--- src/include/axi2apb_macros.svh ---
// Widths and FIFO depth for the bridge; data width must be a multiple of 8 and depth at least 1

`ifndef AXI2APB_MACROS_SVH
`define AXI2APB_MACROS_SVH

// ----------------------------------------------------------------------
// Bus widths, one address width shared by AXI and APB
// ----------------------------------------------------------------------
`define AXI2APB_ADDR_W      32
`define AXI2APB_DATA_W      32
`define AXI2APB_ID_W        4

// Entries in every channel buffer
`define AXI2APB_FIFO_DEPTH  4

// ----------------------------------------------------------------------
// AXI response codes, only the two the bridge can return
// ----------------------------------------------------------------------
`define AXI2APB_RESP_OKAY   2'd0
`define AXI2APB_RESP_SLVERR 2'd2

`endif

--- src/axi2apb_pkg.sv ---
// Bridge vector types; widths come from the macro header, so change them there only

`default_nettype none

`include "axi2apb_macros.svh"

package axi2apb_pkg;

  // ----------------------------------------------------------------------
  // Payload vectors shared by AXI channels and the APB side
  // ----------------------------------------------------------------------

  // Byte address, same width on AXI and APB
  typedef logic [`AXI2APB_ADDR_W-1:0] addr_t;

  // Read and write data
  typedef logic [`AXI2APB_DATA_W-1:0] data_t;

  // One enable bit per data byte
  typedef logic [`AXI2APB_DATA_W/8-1:0] strb_t;

  // Transaction ID, echoed on B and R
  typedef logic [`AXI2APB_ID_W-1:0] id_t;

  // OKAY or SLVERR
  typedef logic [1:0] resp_t;

endpackage

`default_nettype wire

--- src/axi2apb_chan_if.sv ---
// Internal valid/ready channels of the bridge; the B instance of resp_chan_if carries no data

`timescale 1ns/100ps
`default_nettype none

// ----------------------------------------------------------------------
// Address channel, used for AW and AR
// ----------------------------------------------------------------------
interface addr_chan_if import axi2apb_pkg::*; ();
  logic  valid;
  logic  ready;
  id_t   id;
  addr_t addr;

  modport source (output valid, output id, output addr, input ready);
  modport sink   (input valid, input id, input addr, output ready);
endinterface

// ----------------------------------------------------------------------
// Write data channel, a single beat per write
// ----------------------------------------------------------------------
interface wdata_chan_if import axi2apb_pkg::*; ();
  logic  valid;
  logic  ready;
  data_t data;
  strb_t strb;

  modport source (output valid, output data, output strb, input ready);
  modport sink   (input valid, input data, input strb, output ready);
endinterface

// ----------------------------------------------------------------------
// Response channel, used for B and R
// ----------------------------------------------------------------------
interface resp_chan_if import axi2apb_pkg::*; ();
  logic  valid;
  logic  ready;
  id_t   id;
  resp_t resp;
  // Only meaningful on R
  data_t data;

  modport source (output valid, output id, output resp, output data, input ready);
  modport sink   (input valid, input id, input resp, input data, output ready);
endinterface

`default_nettype wire

--- src/chan_fifo.sv ---
// Valid/ready FIFO; input ready drops only when full, so a push into a full FIFO waits even if it pops

`timescale 1ns/100ps
`default_nettype none

`include "axi2apb_macros.svh"

module chan_fifo #(
  parameter int WIDTH = 8,
  parameter int DEPTH = `AXI2APB_FIFO_DEPTH
) (
  input  wire logic             ACLK,
  input  wire logic             ARESETn,
  input  wire logic             in_valid_i,
  output logic                  in_ready_o,
  input  wire logic [WIDTH-1:0] in_data_i,
  output logic                  out_valid_o,
  input  wire logic             out_ready_i,
  output logic [WIDTH-1:0]      out_data_o
);

  localparam int PTR_W = (DEPTH > 1) ? $clog2(DEPTH) : 1;
  localparam int CNT_W = $clog2(DEPTH + 1);

  logic [WIDTH-1:0] mem [DEPTH];
  logic [PTR_W-1:0] wr_ptr_q;
  logic [PTR_W-1:0] rd_ptr_q;
  logic [CNT_W-1:0] count_q;
  logic             push;
  logic             pop;

  assign in_ready_o  = (count_q != CNT_W'(DEPTH));
  assign out_valid_o = (count_q != '0);
  // Head entry goes straight out, no output register
  assign out_data_o  = mem[rd_ptr_q];

  assign push = in_valid_i & in_ready_o;
  assign pop  = out_valid_o & out_ready_i;

  // ----------------------------------------------------------------------
  // Pointers and occupancy
  // ----------------------------------------------------------------------
  always_ff @(posedge ACLK or negedge ARESETn)
  begin
    if (!ARESETn)
    begin
      wr_ptr_q <= '0;
      rd_ptr_q <= '0;
      count_q  <= '0;
    end
    else
    begin
      if (push)
        wr_ptr_q <= (wr_ptr_q == PTR_W'(DEPTH - 1)) ? '0 : wr_ptr_q + 1'b1;
      if (pop)
        rd_ptr_q <= (rd_ptr_q == PTR_W'(DEPTH - 1)) ? '0 : rd_ptr_q + 1'b1;
      if (push && !pop)
        count_q <= count_q + 1'b1;
      else if (pop && !push)
        count_q <= count_q - 1'b1;
    end
  end

  // Storage
  always_ff @(posedge ACLK)
  begin
    if (push)
      mem[wr_ptr_q] <= in_data_i;
  end

  // ----------------------------------------------------------------------
  // Checks
  // ----------------------------------------------------------------------
  a_no_overflow : assert property (@(posedge ACLK) disable iff (!ARESETn)
    count_q <= CNT_W'(DEPTH));

  // An empty FIFO that wrapped its count would show up here
  a_no_underflow : assert property (@(posedge ACLK) disable iff (!ARESETn)
    (count_q == '0) |=> (count_q <= CNT_W'(1)));

  a_out_stable : assert property (@(posedge ACLK) disable iff (!ARESETn)
    (out_valid_o && !out_ready_i) |=> (out_valid_o && $stable(out_data_o)));

endmodule

`default_nettype wire

--- src/apb_master_fsm.sv ---
// One APB transfer at a time, reads before writes; request heads are held until the response leaves

`timescale 1ns/100ps
`default_nettype none

`include "axi2apb_macros.svh"

module apb_master_fsm import axi2apb_pkg::*; (
  input  wire logic    ACLK,
  input  wire logic    ARESETn,
  addr_chan_if.sink    aw_if,
  wdata_chan_if.sink   w_if,
  addr_chan_if.sink    ar_if,
  resp_chan_if.source  b_if,
  resp_chan_if.source  r_if,
  output logic         psel_o,
  output logic         penable_o,
  output logic         pwrite_o,
  output addr_t        paddr_o,
  output data_t        pwdata_o,
  output strb_t        pstrb_o,
  input  wire data_t   prdata_i,
  input  wire logic    pready_i,
  input  wire logic    pslverr_i
);

  typedef enum logic [2:0] {
    IDLE,
    RD_ACCESS,
    WR_ACCESS,
    RD_RESP,
    WR_RESP
  } bridge_state_e;

  bridge_state_e state_q;
  bridge_state_e state_d;

  // Completion of the access phase
  logic  apb_done;
  data_t rdata_q;
  logic  err_q;

  assign apb_done = penable_o & pready_i;
  // Write data follows the W head, it is stable for as long as the head is held
  assign pwdata_o = w_if.data;

  // ----------------------------------------------------------------------
  // Next state and APB / channel controls
  // ----------------------------------------------------------------------
  always_comb
  begin
    state_d     = state_q;
    psel_o      = 1'b0;
    penable_o   = 1'b0;
    pwrite_o    = 1'b0;
    paddr_o     = ar_if.addr;
    pstrb_o     = '1;
    ar_if.ready = 1'b0;
    aw_if.ready = 1'b0;
    w_if.ready  = 1'b0;
    r_if.valid  = 1'b0;
    b_if.valid  = 1'b0;

    unique case (state_q)
      IDLE:
      begin
        // Setup phase is driven in the same cycle the head shows up
        if (ar_if.valid)
        begin
          psel_o  = 1'b1;
          state_d = RD_ACCESS;
        end
        else if (aw_if.valid && w_if.valid)
        begin
          psel_o   = 1'b1;
          pwrite_o = 1'b1;
          paddr_o  = aw_if.addr;
          pstrb_o  = w_if.strb;
          state_d  = WR_ACCESS;
        end
      end

      RD_ACCESS:
      begin
        psel_o    = 1'b1;
        penable_o = 1'b1;
        if (pready_i)
          state_d = RD_RESP;
      end

      WR_ACCESS:
      begin
        psel_o    = 1'b1;
        penable_o = 1'b1;
        pwrite_o  = 1'b1;
        paddr_o   = aw_if.addr;
        pstrb_o   = w_if.strb;
        if (pready_i)
          state_d = WR_RESP;
      end

      RD_RESP:
      begin
        r_if.valid = 1'b1;
        // AR head is popped only once R is taken
        if (r_if.ready)
        begin
          ar_if.ready = 1'b1;
          state_d     = IDLE;
        end
      end

      WR_RESP:
      begin
        b_if.valid = 1'b1;
        if (b_if.ready)
        begin
          aw_if.ready = 1'b1;
          w_if.ready  = 1'b1;
          state_d     = IDLE;
        end
      end

      default:
      begin
        state_d = IDLE;
      end
    endcase
  end

  always_ff @(posedge ACLK or negedge ARESETn)
  begin
    if (!ARESETn)
      state_q <= IDLE;
    else
      state_q <= state_d;
  end

  // Read data and error flag, sampled in the PREADY cycle
  always_ff @(posedge ACLK)
  begin
    if (apb_done)
    begin
      err_q <= pslverr_i;
      if (!pwrite_o)
        rdata_q <= prdata_i;
    end
  end

  // ----------------------------------------------------------------------
  // Responses, IDs echoed from the held request heads
  // ----------------------------------------------------------------------
  assign r_if.id   = ar_if.id;
  assign r_if.data = rdata_q;
  assign r_if.resp = err_q ? `AXI2APB_RESP_SLVERR : `AXI2APB_RESP_OKAY;

  assign b_if.id   = aw_if.id;
  assign b_if.data = '0;
  assign b_if.resp = err_q ? `AXI2APB_RESP_SLVERR : `AXI2APB_RESP_OKAY;

  // ----------------------------------------------------------------------
  // Checks
  // ----------------------------------------------------------------------
  a_penable_psel : assert property (@(posedge ACLK) disable iff (!ARESETn)
    penable_o |-> psel_o);

  // Setup and wait cycles must lead into an access with the same address and data
  a_apb_stable : assert property (@(posedge ACLK) disable iff (!ARESETn)
    (psel_o && !apb_done) |=> (psel_o && penable_o && $stable(paddr_o)
                               && $stable(pwrite_o) && (!pwrite_o || $stable(pwdata_o))));

  // The request FIFOs must keep the head until its response is accepted
  a_heads_held : assert property (@(posedge ACLK) disable iff (!ARESETn)
    (r_if.valid |-> ar_if.valid) and (b_if.valid |-> (aw_if.valid && w_if.valid)));

endmodule

`default_nettype wire

--- src/axi2apb_bridge.sv ---
// AXI4 to APB bridge for single-beat transfers only; no bursts, LAST or sideband signals

`timescale 1ns/100ps
`default_nettype none

`include "axi2apb_macros.svh"

module axi2apb_bridge import axi2apb_pkg::*; (
  input  wire logic  ACLK,
  input  wire logic  ARESETn,

  // AXI write address
  input  wire id_t   aw_id_i,
  input  wire addr_t aw_addr_i,
  input  wire logic  aw_valid_i,
  output logic       aw_ready_o,

  // AXI write data
  input  wire data_t w_data_i,
  input  wire strb_t w_strb_i,
  input  wire logic  w_valid_i,
  output logic       w_ready_o,

  // AXI write response
  output id_t        b_id_o,
  output resp_t      b_resp_o,
  output logic       b_valid_o,
  input  wire logic  b_ready_i,

  // AXI read address
  input  wire id_t   ar_id_i,
  input  wire addr_t ar_addr_i,
  input  wire logic  ar_valid_i,
  output logic       ar_ready_o,

  // AXI read data
  output id_t        r_id_o,
  output data_t      r_data_o,
  output resp_t      r_resp_o,
  output logic       r_valid_o,
  input  wire logic  r_ready_i,

  // APB
  output logic       psel_o,
  output logic       penable_o,
  output logic       pwrite_o,
  output addr_t      paddr_o,
  output data_t      pwdata_o,
  output strb_t      pstrb_o,
  input  wire data_t prdata_i,
  input  wire logic  pready_i,
  input  wire logic  pslverr_i
);

  localparam int ADDR_CH_W = $bits(id_t) + $bits(addr_t);
  localparam int WDATA_CH_W = $bits(data_t) + $bits(strb_t);
  localparam int B_CH_W = $bits(id_t) + $bits(resp_t);
  localparam int R_CH_W = $bits(id_t) + $bits(resp_t) + $bits(data_t);

  addr_chan_if  aw_if ();
  wdata_chan_if w_if ();
  addr_chan_if  ar_if ();
  resp_chan_if  b_if ();
  resp_chan_if  r_if ();

  // Packed FIFO heads
  logic [ADDR_CH_W-1:0]  aw_head;
  logic [WDATA_CH_W-1:0] w_head;
  logic [ADDR_CH_W-1:0]  ar_head;

  assign {aw_if.id, aw_if.addr} = aw_head;
  assign {w_if.data, w_if.strb} = w_head;
  assign {ar_if.id, ar_if.addr} = ar_head;

  // ----------------------------------------------------------------------
  // Request buffers
  // ----------------------------------------------------------------------
  chan_fifo #(.WIDTH(ADDR_CH_W), .DEPTH(`AXI2APB_FIFO_DEPTH)) u_aw_fifo (
    .ACLK        (ACLK),
    .ARESETn     (ARESETn),
    .in_valid_i  (aw_valid_i),
    .in_ready_o  (aw_ready_o),
    .in_data_i   ({aw_id_i, aw_addr_i}),
    .out_valid_o (aw_if.valid),
    .out_ready_i (aw_if.ready),
    .out_data_o  (aw_head)
  );

  chan_fifo #(.WIDTH(WDATA_CH_W), .DEPTH(`AXI2APB_FIFO_DEPTH)) u_w_fifo (
    .ACLK        (ACLK),
    .ARESETn     (ARESETn),
    .in_valid_i  (w_valid_i),
    .in_ready_o  (w_ready_o),
    .in_data_i   ({w_data_i, w_strb_i}),
    .out_valid_o (w_if.valid),
    .out_ready_i (w_if.ready),
    .out_data_o  (w_head)
  );

  chan_fifo #(.WIDTH(ADDR_CH_W), .DEPTH(`AXI2APB_FIFO_DEPTH)) u_ar_fifo (
    .ACLK        (ACLK),
    .ARESETn     (ARESETn),
    .in_valid_i  (ar_valid_i),
    .in_ready_o  (ar_ready_o),
    .in_data_i   ({ar_id_i, ar_addr_i}),
    .out_valid_o (ar_if.valid),
    .out_ready_i (ar_if.ready),
    .out_data_o  (ar_head)
  );

  // ----------------------------------------------------------------------
  // APB control
  // ----------------------------------------------------------------------
  apb_master_fsm u_fsm (
    .ACLK      (ACLK),
    .ARESETn   (ARESETn),
    .aw_if     (aw_if.sink),
    .w_if      (w_if.sink),
    .ar_if     (ar_if.sink),
    .b_if      (b_if.source),
    .r_if      (r_if.source),
    .psel_o    (psel_o),
    .penable_o (penable_o),
    .pwrite_o  (pwrite_o),
    .paddr_o   (paddr_o),
    .pwdata_o  (pwdata_o),
    .pstrb_o   (pstrb_o),
    .prdata_i  (prdata_i),
    .pready_i  (pready_i),
    .pslverr_i (pslverr_i)
  );

  // ----------------------------------------------------------------------
  // Response buffers, B carries no data
  // ----------------------------------------------------------------------
  chan_fifo #(.WIDTH(B_CH_W), .DEPTH(`AXI2APB_FIFO_DEPTH)) u_b_fifo (
    .ACLK        (ACLK),
    .ARESETn     (ARESETn),
    .in_valid_i  (b_if.valid),
    .in_ready_o  (b_if.ready),
    .in_data_i   ({b_if.id, b_if.resp}),
    .out_valid_o (b_valid_o),
    .out_ready_i (b_ready_i),
    .out_data_o  ({b_id_o, b_resp_o})
  );

  chan_fifo #(.WIDTH(R_CH_W), .DEPTH(`AXI2APB_FIFO_DEPTH)) u_r_fifo (
    .ACLK        (ACLK),
    .ARESETn     (ARESETn),
    .in_valid_i  (r_if.valid),
    .in_ready_o  (r_if.ready),
    .in_data_i   ({r_if.id, r_if.resp, r_if.data}),
    .out_valid_o (r_valid_o),
    .out_ready_i (r_ready_i),
    .out_data_o  ({r_id_o, r_resp_o, r_data_o})
  );

endmodule

`default_nettype wire

--- config.mk ---
export PLATFORM = sky130hd
export DESIGN_NAME = axi2apb_bridge
export DESIGN_NICKNAME = d
export VERILOG_FILES = /design/src/axi2apb_pkg.sv /design/src/axi2apb_chan_if.sv /design/src/chan_fifo.sv /design/src/apb_master_fsm.sv /design/src/axi2apb_bridge.sv
export VERILOG_INCLUDE_DIRS = /design/src /design/src/include
export SDC_FILE = /design/constraint.sdc
export NUM_CORES = 1
export LEC_CHECK = 0
export ABC_CLOCK_PERIOD_IN_PS = 4150
export BUFFER_PORTS_ARGS = -buffer_cell sky130_fd_sc_hd__buf_2
export CORE_ASPECT_RATIO = 1.4
export CORE_MARGIN = 1
export CORE_UTILIZATION = 53
export DETAILED_ROUTE_END_ITERATION = 10
export PLACE_DENSITY = 0.76
export SYNTH_ARGS = -nofsm -noshare
export SYNTH_HDL_FRONTEND = slang
export SYNTH_SLANG_ARGS = --single-unit
--- constraint.sdc ---
create_clock -name ACLK -period 4.15 [get_ports ACLK]
set_input_delay 0.415 -clock ACLK [delete_from_list [all_inputs] [get_ports ACLK]]
set_output_delay 0.415 -clock ACLK [all_outputs]
set_load 0.01 [all_outputs]
==> impl_metrics.py <==
metrics = {
    "floorplanning": {
        "num_io_pins": 269,
        "core_area_um2": 47000,
        "initial_core_util": 0.539,
        "dieArea_um2": 48700,
        "die_w_um": 187,
        "rows": 94,
        "die_y_um": 261,
    },
    "final_layout": {
        "final_cell_mix": "633 x edfxtp_1, 266 x buf_2, 150 x mux4_2, 59 x clkbuf_16, 53 x dlygate4sd3_1",
        "post-route-util": 0.633,
        "syn_to_final_growth_pct": 17.5,
        "final_nets": 1612,
        "drive_gt1_frac": 0.398,
        "layout_commonest_cell": "edfxtp_1",
        "final_area_um2": 29800,
    },
    "clock_network": {
        "cts_buffer_depth": 3,
        "clock-sinks": 671,
        "cts_tree": "done",
        "clk_pin_slew_ns": 0.07,
        "cts_inserted_buffers": 58,
        "root_buffer": "clkbuf_16",
        "cts-resized-gates": 0,
        "clk_latency_ns": 0.60,
        "cts_max_level": 2,
    },
    "synth": {
        "synth_top_family_by_area": "multiplexers",
        "synth-seq-cells": 671,
        "ys_seq_area_frac": 0.787,
        "synth_top_cell_area_share": 0.750,
        "synthArstFlopShare": 0.0566,
        "synthAdderAreaFrac": 0.0188,
        "yosysWarnings": 0,
        "yosys.area_share.simple": 0.0170,
        "syn_area_per_cell_um2": 23.4,
        "synth_cell_types": 38,
        "synthTopCellsByArea": "edfxtp_1 75%, mux4_2 13%, dfrtp_1 3.8%, mux2_2 2.2%, ha_1 1.5%",
        "synth_xor_area_frac": 0.00553,
        "synth_edf_count": 633,
        "syn_inst": 1081,
        "synth_compound_area_frac": 0.00370,
        "synth.largest_area_cell": "edfxtp_1",
        "synth_area_um2": 25300,
        "ys.flop_type": "edfxtp_1",
        "synth_mux_area_frac": 0.156,
    },
    "placed_design": {
        "dp_slack_ns": 1.37,
        "hpwl_mm": 29.4,
        "portBuffers": 266,
        "place_area_um2": 27400,
        "place_congestion": 0.729,
    },
    "critical_path": {
        "cp_max_fo": 37,
        "crit_required_ns": 3.73,
        "arrival_ns": 2.97,
        "reg2reg_to": "u_ar_fifo.count_q[2]",
        "worst_r2r_path_depth": 10,
        "cp-end-kind": "output pin",
        "worstSetupPathType": "reg -> out",
        "r2r_start": "u_r_fifo.count_q[0]",
        "rrSetupSlack_ns": 1.43,
        "critPathLaunchType": "flop",
    },
    "global_route": {
        "met1_usage": 0.249,
        "grt_usage": 0.197,
        "grt-busiest-layer": "met2",
        "use_met3": 0.0381,
        "grt_pass1_wl_mm": 71.6,
        "grt_pass1_vias": 12200,
        "grt-ovfl-total": 0,
        "antenna_found_initial": 10,
        "grt_max_degree": 40,
        "met2_usage": 0.345,
    },
    "routing": {
        "wl_per_cell_um": 22.8,
        "viasPerCell": 5.58,
        "vias": 11700,
        "drt_iter0_drc": 745,
        "wirelength_mm": 48.1,
        "antenna_left": 0,
        "drcViolationCount": 0,
        "firstDrtPassIters": 5,
    },
    "power_and_ir_drop": {
        "power_frac_clock": 0.252,
        "p_leak_nw": 10.2,
        "power_switching_mw": 6.14,
        "p_seq_frac": 0.482,
        "p_int_mw": 14.8,
        "swShare": 0.293,
        "ir_drop_mv": 0.425,
        "power.density_nw_per_um2": 703,
        "comb_power_share": 0.266,
    },
    "timing": {
        "clock_skew_ns": 0.0196,
        "maxSlewViolCount": 0,
        "setup_tns_ns": 0,
        "min_period_ns": 3.39,
        "fin_hold_ws_ns": 0.0340,
        "fmax_mhz": 295,
        "fin_crit_sh": 0.816,
        "rsz0062_at_grt": "false",
        "setup_ws_ns": 0.763,
        "slew_headroom": 0.266,
        "setup_viol": 0,
        "worstMarginPinSlew_ns": 1.10,
        "hold_viol": 0,
    },
    "min_path": {
        "worstHoldStart": "ar_addr_i[6]",
        "min_path_type": "in -> reg",
        "holdPathStages": 1,
        "min_to": "u_ar_fifo.mem[1][6]",
    },
    "status": {
        "status": "finished clean",
    },
    "run": {
        "cap_violations": 0,
    },
}
[repair_timing]
item | CTS | global route
buffers inserted | 0 | 0
endpoints found under the setup margin | 0 | 0
endpoints found under the hold margin | 143 | 0
hold buffers | 53 | 0
[worst max path at each step]
stage                                startpoint            endpoint  depth (start not counted)
after floorplan                u_fsm.state_q[0]  u_fsm.r_if.data[0]                          2
after global placement    u_aw_fifo.rd_ptr_q[0]          paddr_o[2]                          4
after detailed placement   u_ar_fifo.count_q[0]         paddr_o[27]                          6
after CTS                  u_ar_fifo.count_q[0]         paddr_o[27]                          6
after global routing      u_aw_fifo.rd_ptr_q[0]          paddr_o[2]                          4
final                      u_ar_fifo.count_q[0]         paddr_o[22]                          6
[layer usage]
layer  vias to the layer above  wire length, µm
met1                      6099            18900
li1                       5165                -
met3                        83             2840
met4                        14             1120
met2                       372            25100
met5                         -               75
[power groups by stage]
stage          Combinational (mW)  Clock, mW  Sequential (mW)
3_5_place_dp                 5.61          0             10.3
4_1_cts                      5.69       5.37             10.1
6_report                     5.57       5.27             10.1
2_1_floorplan                4.19          0             9.53
5_1_grt                      6.00       5.60             10.3
3_3_place_gp                 5.53          0             10.2
[metrics by stage]
stage	instances	total power, mW
after floorplan	1082	13.7
after global routing	2103	21.9
after detailed placement	1939	15.9
after CTS	2100	21.2
after global placement	1939	15.7
final	2104	20.9
[state kept, by name (all words and copies together), names as in the netlist, 3 cells and up]
name / cells
u_w_fifo.count_q: 3
u_aw_fifo.mem: 144
u_ar_fifo.mem: 144
u_r_fifo.count_q: 3
u_aw_fifo.count_q: 3
u_w_fifo.mem: 144
u_fsm.r_if.data: 32
u_b_fifo.count_q: 3
u_fsm.state_q: 3
u_ar_fifo.count_q: 3
u_b_fifo.mem: 20
u_r_fifo.mem: 148
[logic make-up after synthesis]
logic type               Yosys count
flip-flops                       671
multiplexers                     201
adder cells (fa/ha/maj)           35
AO/OA/AOI/OAI                     13
buffers and inverters             66
other                              1
AND/OR/NAND/NOR                   78
XOR/XNOR                          16
[critical path: stages, from the launching register on]
cell and delay [ns]:
dfrtp_1 0.44, or3_4 0.40, nand3b_4 0.18, a211oi_4 0.22, buf_4 0.54, mux2_2 0.42
buf_2 0.14
[synth_stat cells, drive strengths merged (6+ instances only)]
master	count
edfxtp	633
mux4	150
mux2	51
dfrtp	38
ha	30
inv	23
clkbuf	22
buf	21
nor2	19
and2	15
nand2	15
and3	12
xor2	10
xnor2	6
[layout make-up]
cell class,count,area [µm²]
Multi-Input combinational cell,345,5140
Tap cell,624,781
Inverter,23,86.3
Antenna cell,4,10.0
Timing Repair Buffer,329,1950
Fill cell,3178,17200
Sequential cell,671,20000
Clock buffer,67,1510
Clock inverter,41,360
Power figures use the tool's default switching activity.
